--- src/common/ex_pkg.sv ---
`default_nettype none

package ex_pkg;

  ////////////////////////////////////////////////////////////
  // ALU and branch compare operations
  ////////////////////////////////////////////////////////////

  // Arithmetic, logic, shift and set-less-than codes come first
  // The compare codes only drive the single compare bit that branches use
  typedef enum logic [4:0] {
    ALU_ADD  = 5'd0,
    ALU_SUB  = 5'd1,
    ALU_AND  = 5'd2,
    ALU_OR   = 5'd3,
    ALU_XOR  = 5'd4,
    ALU_SLL  = 5'd5,
    ALU_SRL  = 5'd6,
    ALU_SRA  = 5'd7,
    ALU_SLT  = 5'd8,
    ALU_SLTU = 5'd9,
    ALU_EQ   = 5'd16,
    ALU_NE   = 5'd17,
    ALU_LT   = 5'd18,
    ALU_GE   = 5'd19,
    ALU_LTU  = 5'd20,
    ALU_GEU  = 5'd21
  } alu_op_e;

  // Per-instruction flags that travel with the decoded instruction
  typedef struct packed {
    logic branch;
    logic compressed;
    logic dummy;
  } instr_meta_t;

  ////////////////////////////////////////////////////////////
  // Pipeline payloads
  ////////////////////////////////////////////////////////////

  // Decoded instruction handed from ID to EX
  typedef struct packed {
    logic [31:0] pc;
    logic [31:0] operand_a;
    logic [31:0] operand_b;
    logic [31:0] branch_imm;
    alu_op_e     alu_op;
    logic        alu_en;
    logic        csr_en;
    logic        lsu_en;
    // For an lsu_en entry, sys_en marks the first half of a split access
    logic        sys_en;
    logic        xif_en;
    logic        xif_accepted;
    logic [11:0] csr_addr;
    logic [4:0]  rd;
    logic        rf_we;
    instr_meta_t instr_meta;
  } id_ex_pipe_t;

  // Write requests handed from EX to WB
  typedef struct packed {
    logic        rf_we;
    logic [4:0]  rd;
    logic [31:0] rf_wdata;
    logic        csr_en;
    logic [11:0] csr_addr;
    logic [31:0] csr_wdata;
    logic        lsu_en;
  } ex_wb_pipe_t;

  // Controller requests towards EX
  typedef struct packed {
    logic halt_ex;
    logic kill_ex;
  } ctrl_fsm_t;

  // Security control bits
  typedef struct packed {
    logic dataindtiming;
  } cpuctrl_t;

  ////////////////////////////////////////////////////////////
  // Constants
  ////////////////////////////////////////////////////////////

  // The implemented CSRs are mstatus, mtvec, mscratch and mhartid
  localparam int unsigned CSR_NUM_IMPL = 4;
  localparam logic [CSR_NUM_IMPL-1:0][11:0] CSR_IMPL_ADDRS = {
    12'hF14, 12'h340, 12'h305, 12'h300
  };

  // Address bits [11:10] equal to this mark a read-only CSR
  localparam logic [1:0] CSR_RO_MARK = 2'b11;

  // Fall-through increments for full and compressed instructions
  localparam logic [31:0] PC_INC_FULL       = 32'd4;
  localparam logic [31:0] PC_INC_COMPRESSED = 32'd2;

endpackage

`default_nettype wire

--- src/ex_stage/ex_alu.sv ---
`timescale 1ns/100ps
`default_nettype none

module ex_alu
  import ex_pkg::*;
(
  input  logic [31:0] operand_a_i,
  input  logic [31:0] operand_b_i,
  input  alu_op_e     alu_op_i,
  output logic [31:0] result_o,
  output logic        cmp_result_o
);

  ////////////////////////////////////////////////////////////
  // Shared arithmetic
  ////////////////////////////////////////////////////////////

  // One subtractor serves sub, the less-than tests and equality
  logic [31:0] sum;
  logic [31:0] diff;
  logic        equal;
  logic        less_signed;
  logic        less_unsigned;
  logic [4:0]  shamt;

  assign sum  = operand_a_i + operand_b_i;
  assign diff = operand_a_i - operand_b_i;

  assign equal = (diff == 32'd0);

  // Signed less-than looks at the sign bits first and falls back to the
  // subtraction only when both operands have the same sign
  assign less_signed = (operand_a_i[31] != operand_b_i[31]) ? operand_a_i[31] :
                                                              diff[31];

  assign less_unsigned = (operand_a_i < operand_b_i);

  // Only the low five bits of operand b count as shift amount
  assign shamt = operand_b_i[4:0];

  ////////////////////////////////////////////////////////////
  // Compare bit for branches
  ////////////////////////////////////////////////////////////

  always_comb begin
    unique case (alu_op_i)
      ALU_EQ:  cmp_result_o = equal;
      ALU_NE:  cmp_result_o = !equal;
      ALU_LT:  cmp_result_o = less_signed;
      ALU_GE:  cmp_result_o = !less_signed;
      ALU_LTU: cmp_result_o = less_unsigned;
      ALU_GEU: cmp_result_o = !less_unsigned;
      // Set-less-than also reports its outcome here
      ALU_SLT:  cmp_result_o = less_signed;
      ALU_SLTU: cmp_result_o = less_unsigned;
      default: cmp_result_o = 1'b0;
    endcase
  end

  ////////////////////////////////////////////////////////////
  // Result mux
  ////////////////////////////////////////////////////////////

  always_comb begin
    unique case (alu_op_i)
      ALU_ADD:  result_o = sum;
      ALU_SUB:  result_o = diff;
      ALU_AND:  result_o = operand_a_i & operand_b_i;
      ALU_OR:   result_o = operand_a_i | operand_b_i;
      ALU_XOR:  result_o = operand_a_i ^ operand_b_i;
      ALU_SLL:  result_o = operand_a_i << shamt;
      ALU_SRL:  result_o = operand_a_i >> shamt;
      ALU_SRA:  result_o = $unsigned($signed(operand_a_i) >>> shamt);
      ALU_SLT:  result_o = {31'd0, less_signed};
      ALU_SLTU: result_o = {31'd0, less_unsigned};
      // Compare codes give the compare bit zero-extended
      default:  result_o = {31'd0, cmp_result_o};
    endcase
  end

endmodule

`default_nettype wire

--- src/ex_stage/ex_branch_unit.sv ---
`timescale 1ns/100ps
`default_nettype none

module ex_branch_unit
  import ex_pkg::*;
(
  input  logic [31:0] pc_i,
  input  logic [31:0] branch_imm_i,
  input  instr_meta_t instr_meta_i,
  input  logic        cmp_result_i,
  input  cpuctrl_t    cpuctrl_i,
  output logic        branch_taken_o,
  output logic [31:0] branch_target_o
);

  ////////////////////////////////////////////////////////////
  // Target candidates
  ////////////////////////////////////////////////////////////

  logic [31:0] jump_target;
  logic [31:0] fallthrough_target;

  assign jump_target = pc_i + branch_imm_i;

  // A dummy instruction does not advance the pc, so it falls through to itself
  always_comb begin
    if (instr_meta_i.dummy) begin
      fallthrough_target = pc_i;
    end else if (instr_meta_i.compressed) begin
      fallthrough_target = pc_i + PC_INC_COMPRESSED;
    end else begin
      fallthrough_target = pc_i + PC_INC_FULL;
    end
  end

  ////////////////////////////////////////////////////////////
  // Decision
  ////////////////////////////////////////////////////////////

  // With data-independent timing every branch redirects the fetch
  // An untaken branch then redirects to its own fall-through address,
  // so taken and untaken branches cost the same number of cycles
  always_comb begin
    if (cpuctrl_i.dataindtiming) begin
      branch_taken_o  = 1'b1;
      branch_target_o = cmp_result_i ? jump_target : fallthrough_target;
    end else begin
      // Normal mode only redirects when the compare holds
      branch_taken_o  = cmp_result_i;
      branch_target_o = jump_target;
    end
  end

endmodule

`default_nettype wire

--- src/ex_stage/ex_stage.sv ---
`timescale 1ns/100ps
`default_nettype none

module ex_stage
  import ex_pkg::*;
(
  input  logic        clk,
  input  logic        reset_i,

  input  logic        id_valid_i,
  input  id_ex_pipe_t id_ex_pipe_i,
  output logic        ex_ready_o,

  input  ctrl_fsm_t   ctrl_fsm_i,
  input  cpuctrl_t    cpuctrl_i,

  input  logic        wb_ready_i,
  output logic        ex_valid_o,
  output ex_wb_pipe_t ex_wb_pipe_o,

  output logic        branch_valid_o,
  output logic        branch_taken_o,
  output logic [31:0] branch_target_o
);

  ////////////////////////////////////////////////////////////
  // ID/EX register
  ////////////////////////////////////////////////////////////

  id_ex_pipe_t id_ex_q;
  logic        instr_valid_q;

  // Kill always frees the stage, halt freezes it
  // Otherwise EX can take a new instruction when it is empty or its
  // current one moves on to WB in this cycle
  assign ex_ready_o = ctrl_fsm_i.kill_ex ||
                      (!ctrl_fsm_i.halt_ex && (!instr_valid_q || wb_ready_i));

  assign ex_valid_o = instr_valid_q && !ctrl_fsm_i.halt_ex && !ctrl_fsm_i.kill_ex;

  // A kill flushes the stage, including anything ID offers in the same cycle,
  // since the younger stages are flushed together with EX
  always_ff @(posedge clk) begin
    if (reset_i) begin
      instr_valid_q <= 1'b0;
    end else if (ctrl_fsm_i.kill_ex) begin
      instr_valid_q <= 1'b0;
    end else if (ex_ready_o) begin
      instr_valid_q <= id_valid_i;
    end
  end

  // Payload is loaded only on a real transfer
  always_ff @(posedge clk) begin
    if (ex_ready_o && id_valid_i) begin
      id_ex_q <= id_ex_pipe_i;
    end
  end

  ////////////////////////////////////////////////////////////
  // Functional units
  ////////////////////////////////////////////////////////////

  logic [31:0] alu_result;
  logic        alu_cmp_result;

  ex_alu i_ex_alu (
    .operand_a_i  (id_ex_q.operand_a),
    .operand_b_i  (id_ex_q.operand_b),
    .alu_op_i     (id_ex_q.alu_op),
    .result_o     (alu_result),
    .cmp_result_o (alu_cmp_result)
  );

  ex_branch_unit i_ex_branch_unit (
    .pc_i            (id_ex_q.pc),
    .branch_imm_i    (id_ex_q.branch_imm),
    .instr_meta_i    (id_ex_q.instr_meta),
    .cmp_result_i    (alu_cmp_result),
    .cpuctrl_i       (cpuctrl_i),
    .branch_taken_o  (branch_taken_o),
    .branch_target_o (branch_target_o)
  );

  // The branch result is only meaningful while the entry can leave EX
  assign branch_valid_o = ex_valid_o && id_ex_q.instr_meta.branch;

  ////////////////////////////////////////////////////////////
  // CSR legality
  ////////////////////////////////////////////////////////////

  logic csr_impl;
  logic csr_illegal;
  logic lsu_split_first;

  always_comb begin
    csr_impl = 1'b0;
    for (int i = 0; i < CSR_NUM_IMPL; i++) begin
      if (id_ex_q.csr_addr == CSR_IMPL_ADDRS[i]) begin
        csr_impl = 1'b1;
      end
    end
  end

  // Writing a read-only CSR is as illegal as writing a missing one
  assign csr_illegal = !csr_impl || (id_ex_q.csr_addr[11:10] == CSR_RO_MARK);

  // Decode flags the first half of a split load/store through sys_en
  assign lsu_split_first = id_ex_q.lsu_en && id_ex_q.sys_en;

  ////////////////////////////////////////////////////////////
  // Writeback payload
  ////////////////////////////////////////////////////////////

  always_comb begin
    ex_wb_pipe_o.rd       = id_ex_q.rd;
    ex_wb_pipe_o.rf_wdata = id_ex_q.alu_en ? alu_result : id_ex_q.operand_a;
    // The second half of a split access carries the register write
    ex_wb_pipe_o.rf_we    = id_ex_q.rf_we && !lsu_split_first;
    // An accepted coprocessor instruction owns the CSR side effect, so the
    // pipeline drops its own CSR write
    ex_wb_pipe_o.csr_en    = id_ex_q.csr_en && !csr_illegal && !id_ex_q.xif_accepted;
    ex_wb_pipe_o.csr_addr  = id_ex_q.csr_addr;
    ex_wb_pipe_o.csr_wdata = id_ex_q.operand_a;
    ex_wb_pipe_o.lsu_en    = id_ex_q.lsu_en;
  end

endmodule

`default_nettype wire

--- src/ex_subsys_top.sv ---
`timescale 1ns/100ps
`default_nettype none

module ex_subsys_top
  import ex_pkg::*;
(
  input  logic        clk,
  input  logic        reset_i,

  input  logic        id_valid_i,
  input  id_ex_pipe_t id_ex_pipe_i,
  output logic        ex_ready_o,

  input  ctrl_fsm_t   ctrl_fsm_i,
  input  cpuctrl_t    cpuctrl_i,
  input  logic        wb_stall_i,

  output logic        branch_valid_o,
  output logic        branch_taken_o,
  output logic [31:0] branch_target_o,

  output logic        rf_we_o,
  output logic [4:0]  rf_waddr_o,
  output logic [31:0] rf_wdata_o,
  output logic        csr_we_o,
  output logic [11:0] csr_addr_o,
  output logic [31:0] csr_wdata_o
);

  // EX to WB handshake and payload
  logic        ex_valid;
  logic        wb_ready;
  ex_wb_pipe_t ex_wb_pipe;

  ex_stage i_ex_stage (
    .clk             (clk),
    .reset_i         (reset_i),
    .id_valid_i      (id_valid_i),
    .id_ex_pipe_i    (id_ex_pipe_i),
    .ex_ready_o      (ex_ready_o),
    .ctrl_fsm_i      (ctrl_fsm_i),
    .cpuctrl_i       (cpuctrl_i),
    .wb_ready_i      (wb_ready),
    .ex_valid_o      (ex_valid),
    .ex_wb_pipe_o    (ex_wb_pipe),
    .branch_valid_o  (branch_valid_o),
    .branch_taken_o  (branch_taken_o),
    .branch_target_o (branch_target_o)
  );

  wb_stage i_wb_stage (
    .clk          (clk),
    .reset_i      (reset_i),
    .ex_valid_i   (ex_valid),
    .ex_wb_pipe_i (ex_wb_pipe),
    .wb_stall_i   (wb_stall_i),
    .wb_ready_o   (wb_ready),
    .rf_we_o      (rf_we_o),
    .rf_waddr_o   (rf_waddr_o),
    .rf_wdata_o   (rf_wdata_o),
    .csr_we_o     (csr_we_o),
    .csr_addr_o   (csr_addr_o),
    .csr_wdata_o  (csr_wdata_o)
  );

endmodule

`default_nettype wire

--- src/wb_stage.sv ---
`timescale 1ns/100ps
`default_nettype none

module wb_stage
  import ex_pkg::*;
(
  input  logic        clk,
  input  logic        reset_i,
  input  logic        ex_valid_i,
  input  ex_wb_pipe_t ex_wb_pipe_i,
  input  logic        wb_stall_i,
  output logic        wb_ready_o,
  output logic        rf_we_o,
  output logic [4:0]  rf_waddr_o,
  output logic [31:0] rf_wdata_o,
  output logic        csr_we_o,
  output logic [11:0] csr_addr_o,
  output logic [31:0] csr_wdata_o
);

  ex_wb_pipe_t ex_wb_q;
  logic        wb_valid_q;

  // The entry retires in every cycle without stall, which frees the slot
  // for the next instruction on the same edge
  assign wb_ready_o = !wb_valid_q || !wb_stall_i;

  always_ff @(posedge clk) begin
    if (reset_i) begin
      wb_valid_q <= 1'b0;
    end else if (wb_ready_o) begin
      wb_valid_q <= ex_valid_i;
    end
  end

  always_ff @(posedge clk) begin
    if (wb_ready_o && ex_valid_i) begin
      ex_wb_q <= ex_wb_pipe_i;
    end
  end

  ////////////////////////////////////////////////////////////
  // Write ports
  ////////////////////////////////////////////////////////////

  // Strobes fire only in the retiring cycle
  assign rf_we_o    = wb_valid_q && ex_wb_q.rf_we && !wb_stall_i;
  assign rf_waddr_o = ex_wb_q.rd;
  assign rf_wdata_o = ex_wb_q.rf_wdata;

  assign csr_we_o    = wb_valid_q && ex_wb_q.csr_en && !wb_stall_i;
  assign csr_addr_o  = ex_wb_q.csr_addr;
  assign csr_wdata_o = ex_wb_q.csr_wdata;

endmodule

`default_nettype wire
--- config.mk ---
export PLATFORM = sky130hd
export DESIGN_NAME = ex_subsys_top
export DESIGN_NICKNAME = d
export VERILOG_FILES = /design/src/common/ex_pkg.sv /design/src/ex_stage/ex_alu.sv /design/src/ex_stage/ex_branch_unit.sv /design/src/ex_stage/ex_stage.sv /design/src/ex_subsys_top.sv /design/src/wb_stage.sv
export SDC_FILE = /design/constraint.sdc
export NUM_CORES = 1
export LEC_CHECK = 0
export ABC_AREA = 1
export BUFFER_PORTS_ARGS = -buffer_cell sky130_fd_sc_hd__buf_2
export CORE_MARGIN = 2
export CORE_UTILIZATION = 50
export DETAILED_ROUTE_END_ITERATION = 16
export PLACE_DENSITY = 0.68
export SKIP_LAST_GASP = 1
export SYNTH_ARGS = -nofsm -noshare
export SYNTH_HDL_FRONTEND = slang
export SYNTH_SLANG_ARGS = --single-unit
export TNS_END_PERCENT = 50
--- constraint.sdc ---
create_clock -name clk -period 31.8 [get_ports clk]
set_input_delay 7.95 -clock clk [delete_from_list [all_inputs] [get_ports clk]]
set_output_delay 7.95 -clock clk [all_outputs]
set_load 0.02 [all_outputs]
==> results of run 1 <==
-- logic make-up (layout without fill, tap and decap cells) --
family | after synthesis | after routing
and+or+nand+nor | 1161 | 1161
AOI/OAI and AO/OA | 608 | 608
buffers and inverters | 536 | 706
DFF | 244 | 244
adders and majority gates | 134 | 134
xor gates and xnor gates | 64 | 64
muxes | 11 | 11
other | 0 | 1
-- sequential cells by signal, summed over array words and instances (netlist names) --
register                  count
i_wb_stage.wb_valid_q         1
i_ex_stage.id_ex_q          109
i_ex_stage.instr_valid_q      1
i_ex_stage.ex_wb_pipe_o      50
i_wb_stage.csr_wdata_o       32
i_wb_stage.rf_waddr_o         5
i_wb_stage.ex_wb_q            2
i_wb_stage.rf_wdata_o        32
i_wb_stage.csr_addr_o        12
-- synth_stat cells, drive strengths merged, types with 10 or more instances --
library cell | number | area [um2]
nand2 | 708 | 2670
inv | 341 | 1280
o21ai | 287 | 1440
edfxtp | 242 | 7270
nor2 | 215 | 852
a21oi | 176 | 892
nand3 | 137 | 708
ha | 130 | 1630
buf | 129 | 871
clkbuf | 58 | 219
xor2 | 46 | 403
nand4 | 43 | 275
nor3 | 31 | 160
o211ai | 22 | 165
o22ai | 20 | 125
xnor2 | 18 | 158
o21a | 16 | 120
a31oi | 14 | 87.6
a221oi | 13 | 114
mux2i | 11 | 110
o21bai | 10 | 75.1
-- layout make-up --
| class | count | area [um2] | share of cell area |
|---|---|---|---|
| Antenna cell | 1 | 2.50 | 0.000112 |
| Clock buffer | 37 | 692 | 0.0310 |
| Clock inverter | 11 | 72.6 | 0.00325 |
| Inverter | 349 | 1310 | 0.0586 |
| Multi-Input combinational cell | 1978 | 10700 | 0.478 |
| Sequential cell | 244 | 7310 | 0.327 |
| Tap cell | 525 | 657 | 0.0294 |
| Timing Repair Buffer | 309 | 1610 | 0.0721 |
-- power by group --
part / switching, mW / leakage [nW] / internal [mW]
logic: 0.272 / 7.58 / 0.116
registers: 0.0198 / 2.30 / 0.379
clock network: 0.125 / 0.368 / 0.152
total: 0.417 / 10.3 / 0.646
-- metal layers --
layer  GRT usage  vias to the layer above  part of all wire
met2       0.568                     1103              0.46
met4       0.140                        4             0.044
met3      0.0605                      184             0.096
met5           0                        -           0.00033
li1            -                     9492                 -
met1       0.462                     9458              0.40
-- path summary, 6_finish.rpt --
| path | endpoint | startpoint | slack (ps) |
|---|---|---|---|
| max | branch_target_o[17] | cpuctrl_i | 14240 |
| min | i_wb_stage.rf_waddr_o[4] | i_ex_stage.ex_wb_pipe_o[82] | 420 |
| max reg2reg | i_wb_stage.rf_wdata_o[0] | i_ex_stage.id_ex_q[68] | 25110 |
| min reg2reg | i_wb_stage.rf_waddr_o[4] | i_ex_stage.ex_wb_pipe_o[82] | 420 |
-- placed cells by master, fill, tap and decap left out, drive strengths merged, types with 9 or more instances in the layout --
cell type / synthesis / layout
a21oi: 176 / 176
a221oi: 13 / 13
a31oi: 14 / 14
buf: 129 / 309
clkbuf: 58 / 37
clkinv: 8 / 16
edfxtp: 242 / 242
ha: 130 / 130
inv: 341 / 342
mux2i: 11 / 11
nand2: 708 / 708
nand3: 137 / 137
nand4: 43 / 43
nor2: 215 / 215
nor3: 31 / 31
o2111ai: 9 / 9
o211ai: 22 / 22
o21a: 16 / 16
o21ai: 287 / 287
o21bai: 10 / 10
o221ai: 9 / 9
o22ai: 20 / 20
or2: 9 / 9
xnor2: 18 / 18
xor2: 46 / 46
-- worst max-delay path, cell delays in order --
cell	delay, ps
sky130_fd_sc_hd__buf_2	400
sky130_fd_sc_hd__nand3_4	550
sky130_fd_sc_hd__o21ai_1	440
sky130_fd_sc_hd__buf_2	230
-- metrics by stage --
step | instance area [um2] | hold WS [ps] | std cells
final | 22300 | 418 | 3454
after global routing | 22300 | 436 | 3454
after CTS | 22300 | 420 | 3453
after detailed placement | 21600 | 405 | 3405
after global placement | 21600 | 402 | 3405
after floorplan | 20400 | 400 | 2758
==> metrics, run 1 <==
outcome=complete, no violations; GRT Total Usage=0.349; core region area=roughly 40,000 um2; vias in the first global route=approximately 19k; wire length of the first global-routing pass=between 100,000 and 150,000 um; leakage power summed over all cells=approximately 10 nW; CP Data Required Time=between 20,000 and 25,000 ps; critical path fanouts, max=49; category of the most critical setup path=primary input to output port; cell row count=73; clk slew on worst S/H paths=60 ps; overall routed net length=approximately 75,000 um; wire length per cell=approximately 22 um; slew of the pin with the lowest slew margin=around 1100 ps; Post-synth top flop=sky130_fd_sc_hd__edfxtp_1; depth of the worst hold-timing path=0; Worst Setup Slack post-DPL=between 10,000 and 15,000 ps; highest achievable clock rate=between 50 and 60 MHz; mapped cell area=roughly 20,000 um2; final count of negative-setup-slack endpoints=0; detailed-placement wirelength estimate=59,100 um; register bit count reported by yosys=around 240; sequential share of the synthesized area=0.359; reported max-cap violation count=0; Synth Area in Adders=0.0838; Setup crit end kind=output port; number of hold-slack violations in the final timing report=0; number of standard cells after synthesis=between 2k and 3k; largest net degree at the start of global routing=75; worst clock skew on the final layout=around 18 ps; final RePlAce weighted congestion=approximately 1.0; utilization after layout=0.558; number of setup buffers added after CTS=0; Clock Tree Buf Depth=3; die span in y=206 um; final worst-path cycle share=0.552; initial antenna violation count=3; P&R area growth vs syn=9.67%; warnings from Yosys=0; GRT overflow=0; Syn Nets=about 3.1k; # DRC=0; Power per Cell Area=between 40 and 50 nW/um2; share of synthesized area spent on multiplexers=0.00541; number of input and output port buffers inserted=roughly 280; initial drt markers=approximately 2.3k; Total Nets Final=roughly 3.2k; Max H-tree Level=1; element type at the critical path start=primary input; FILL cells=slightly below 4k; number of search-and-repair iterations in the first detailed-routing pass=9; Worst IR Drop VDD=roughly 52 uV; number of enable flip-flop cells after synthesis=between 200 and 250; synthesized-area fraction occupied by xor and xnor cells=0.0275; shortest period the worst path allows=between 15,000 and 20,000 ps; initial core utilization=0.509; Via-to-Cell Ratio=~5.9; Setup TNS=0 ps; die width=206 um; I/O Pins=285; Synth Area in Compound Gates=0.169; antenna-violating nets left=0; final max-slew violation count=0; Distinct cells, synth=60; critical path arrival=between 9000 and 10,000 ps; average instance area after synthesis=between 7 and 8 um2; die footprint=42,400 um2; simple-gate share of the synthesized area=0.238; Worst Setup Slack, final=about 14,000 ps; Power, Total=~1.1 mW; Post-CTS Hold Buffers=0; tightest slew margin relative to the limit=0.249; via count=approximately 20k; largest family of logic cells by synthesized area=simple AND/OR/NAND/NOR gates; number of buffers inserted during clock tree synthesis=26; clock root buffer master=sky130_fd_sc_hd__clkbuf_16; clock sink count=between 200 and 250; path category of the worst min-delay check=flop to flop; depth of the most critical reg-to-reg path=27; later-pin clock latency in the skew report=a little under 600 ps; clock tree from TritonCTS=done; post-CTS sizing=0; share of cells above drive strength 1=0.137; RSZ-0062 raised after global routing=false; share of async-settable or async-resettable flops after synthesis=0
(Power assumes the default switching activity.)
==> run 2, diff against run 1 <==
PLACE_DENSITY = 0.71   (was 0.68)
clock period = 15.4 ns   (was 31.8 ns; I/O delays follow)
==> metrics, run 2 (synthesis gave the netlist of run 1 again) <==
clock root buffer master=sky130_fd_sc_hd__clkbuf_16 (unchanged); Via-to-Cell Ratio=5.85 (was 5.86); switching fraction of total power=0.384 (was 0.392); shortest period the worst path allows=11,210 ps; CP Data Required Time=11,550 ps (was 23,850 ps); proportion of power drawn by the clock network=0.280 (was 0.261); via count=20.2k (about the same); clock sink count=244 (unchanged); RSZ-0062 raised after global routing=false (unchanged); Total Nets Final=3,211 (was 3,209); later-pin clock latency in the skew report=570 ps (was 580 ps); initial drt markers=2,302 (was 2,286); number of buffers inserted during clock tree synthesis=26 (unchanged); Logic pwr share=0.358 (was 0.364); detailed-placement wirelength estimate=59,800 um (was 59,100 um); area taken by flip-flops and latches=7310 um2 (unchanged); overall routed net length=76,100 um (was 75,300 um); outcome=complete, no violations (unchanged); share of cells above drive strength 1=0.138 (was 0.137); I/O Pins=285 (unchanged); critical path fanouts, max=73 (was 49); Multi-input gate area=10,700 um2 (unchanged); Power per Cell Area=101 nW/um2 (was 47.6 nW/um2); antenna-violating nets left=0 (unchanged); final count of negative-setup-slack endpoints=0 (unchanged); die width=206 um (unchanged); highest-count cells in the layout ignoring fill and taps=sky130_fd_sc_hd__nand2_1 (703), sky130_fd_sc_hd__inv_1 (324), sky130_fd_sc_hd__buf_2 (283) (was sky130_fd_sc_hd__nand2_1 (703), sky130_fd_sc_hd__inv_1 (325), sky130_fd_sc_hd__buf_2 (283)); switching power summed over all nets=0.870 mW (was 0.417 mW); number of hold-slack violations in the final timing report=0 (unchanged); reported max-cap violation count=0 (unchanged); die footprint=42,400 um2 (unchanged); vias in the first global route=19.1k (was 19.2k); Most common cell on crit path=sky130_fd_sc_hd__nand2_1 (was sky130_fd_sc_hd__buf_2); number of input and output port buffers inserted=283 (unchanged); GRT Total Usage=0.355 (was 0.349); slowest cell delay on critical path=570 ps (was 550 ps); die span in y=206 um (unchanged); core region area=40,000 um2 (unchanged); final RePlAce weighted congestion=1.03 (was 1.04); most common library cell in the layout ignoring fill and taps=sky130_fd_sc_hd__nand2_1 (unchanged); Met2 Wirelength=34,700 um (was 34,300 um); depth of the most critical reg-to-reg path=28 (was 27); Worst IR Drop VDD=117 uV (was 52.3 uV); path category of the worst min-delay check=flop to flop (unchanged); final max-slew violation count=0 (unchanged); FF-to-FF setup slack=9160 ps (was 25,110 ps); FILL cells=3,855 (was 3,932); met3 wire length=7400 um (was 7260 um); highest achievable clock rate=about 89 MHz; Max H-tree Level=1 (unchanged); Clock Tree Buf Depth=3 (unchanged); element type at the critical path start=flop (was primary input); wire length of the first global-routing pass=113,000 um (was 112,000 um); slew of the pin with the lowest slew margin=1010 ps (was 1130 ps); top layer used by detailed routing=met5 (unchanged); wire length per cell=22.1 um (was 21.8 um); Setup TNS=0 ps (unchanged); tightest slew margin relative to the limit=0.325 (was 0.249); register with the most flip-flops=i_ex_stage.id_ex_q (unchanged); clock tree from TritonCTS=done (unchanged); category of the most critical setup path=flop to output port (was primary input to output port); CP max stage cell=sky130_fd_sc_hd__ha_1 (was sky130_fd_sc_hd__nand3_4); final worst-path cycle share=0.728; Setup crit end kind=output port (unchanged); P&R area growth vs syn=10.2% (was 9.67%); cell internal pwr=1.39 mW (was 0.646 mW); initial core utilization=0.509 (unchanged); depth of the worst hold-timing path=0 (unchanged); # DRC=0 (unchanged); number of search-and-repair iterations in the first detailed-routing pass=8 (was 9); number of setup buffers added after CTS=0 (unchanged); leakage power summed over all cells=10.3 nW (about the same); sequential cell fraction of total power=0.362 (was 0.375); post-CTS sizing=0 (unchanged); Post-CTS Hold Buffers=0 (unchanged); worst clock skew on the final layout=21.1 ps (was 18.0 ps); GRT overflow=0 (unchanged); initial antenna violation count=4 (was 3); Hold Slack=414 ps (was 418 ps); met1 WL=30,500 um (was 30,400 um); clk slew on worst S/H paths=70 ps (was 60 ps); number of flip-flops in the largest register=109 (unchanged); cell row count=73 (unchanged); critical path arrival=7360 ps (was 9610 ps); largest net degree at the start of global routing=159 (was 75)
-- run 2: changes by cell type in the layout (fill, tap and decap cells not counted), sizes merged --
| cell | before | now |
|---|---|---|
| buf | 309 | 311 |
| bufinv | 0 | 4 |
| clkbuf | 37 | 29 |
| clkinv | 16 | 19 |
| clkinvlp | 2 | 1 |
| inv | 342 | 340 |
-- run 2: critical path: cells and delay by family (launching register included) --
family,cells,cell delay (ps)
adder cells (fa/ha/maj),2,970
flip-flops,1,320
buffers and inverters,5,1330
AO/OA/AOI/OAI,2,900
AND/OR/NAND/NOR,19,3210
-- run 2: final timing paths --
| path | from | end |
|---|---|---|
| max | i_ex_stage.id_ex_q[66] | branch_target_o[15] |
| min | i_ex_stage.ex_wb_pipe_o[80] | i_wb_stage.rf_waddr_o[2] |
| max reg2reg | i_ex_stage.id_ex_q[66] | i_wb_stage.rf_wdata_o[0] |
| min reg2reg | i_ex_stage.ex_wb_pipe_o[80] | i_wb_stage.rf_waddr_o[2] |
-- run 2: power groups by stage --
| stage | combinational (mW) | sequential [mW] | clock, mW |
|---|---|---|---|
| detailed placement | 0.784 | 0.833 | 0 |
| floorplan | 0.537 | 0.825 | 0 |
| global placement | 0.777 | 0.832 | 0 |
| global route | 0.886 | 0.825 | 0.668 |
| finish | 0.810 | 0.820 | 0.634 |
| CTS | 0.789 | 0.819 | 0.650 |
-- run 2: routing by layer --
layer / vias to the layer above / global-route usage
met2: 1066 / 0.579
met4: 8 / 0.139
met3: 212 / 0.0730
met1: 9395 / 0.463
li1: 9503 / -
met5: - / 0
-- run 2: final cells by class --
cell class / instances / area share
Multi-Input combinational cell: 1978 / 0.476
Sequential cell: 244 / 0.325
Timing Repair Buffer: 311 / 0.0730
Inverter: 349 / 0.0584
Clock buffer: 29 / 0.0295
Tap cell: 525 / 0.0293
Clock inverter: 15 / 0.00825
Antenna cell: 1 / 0.000111
-- run 2: through the flow --
stage	power [mW]	setup slack, ps	instance area [um2]	cells	util
final	2.26	4190	22400	3452	0.561
after global routing	2.38	4000	22400	3451	0.561
after CTS	2.26	4370	22400	3451	0.561
after detailed placement	1.62	4990	21600	3407	0.540
after global placement	1.61	5080	21600	3407	0.540
after floorplan	1.36	3280	20400	2758	-
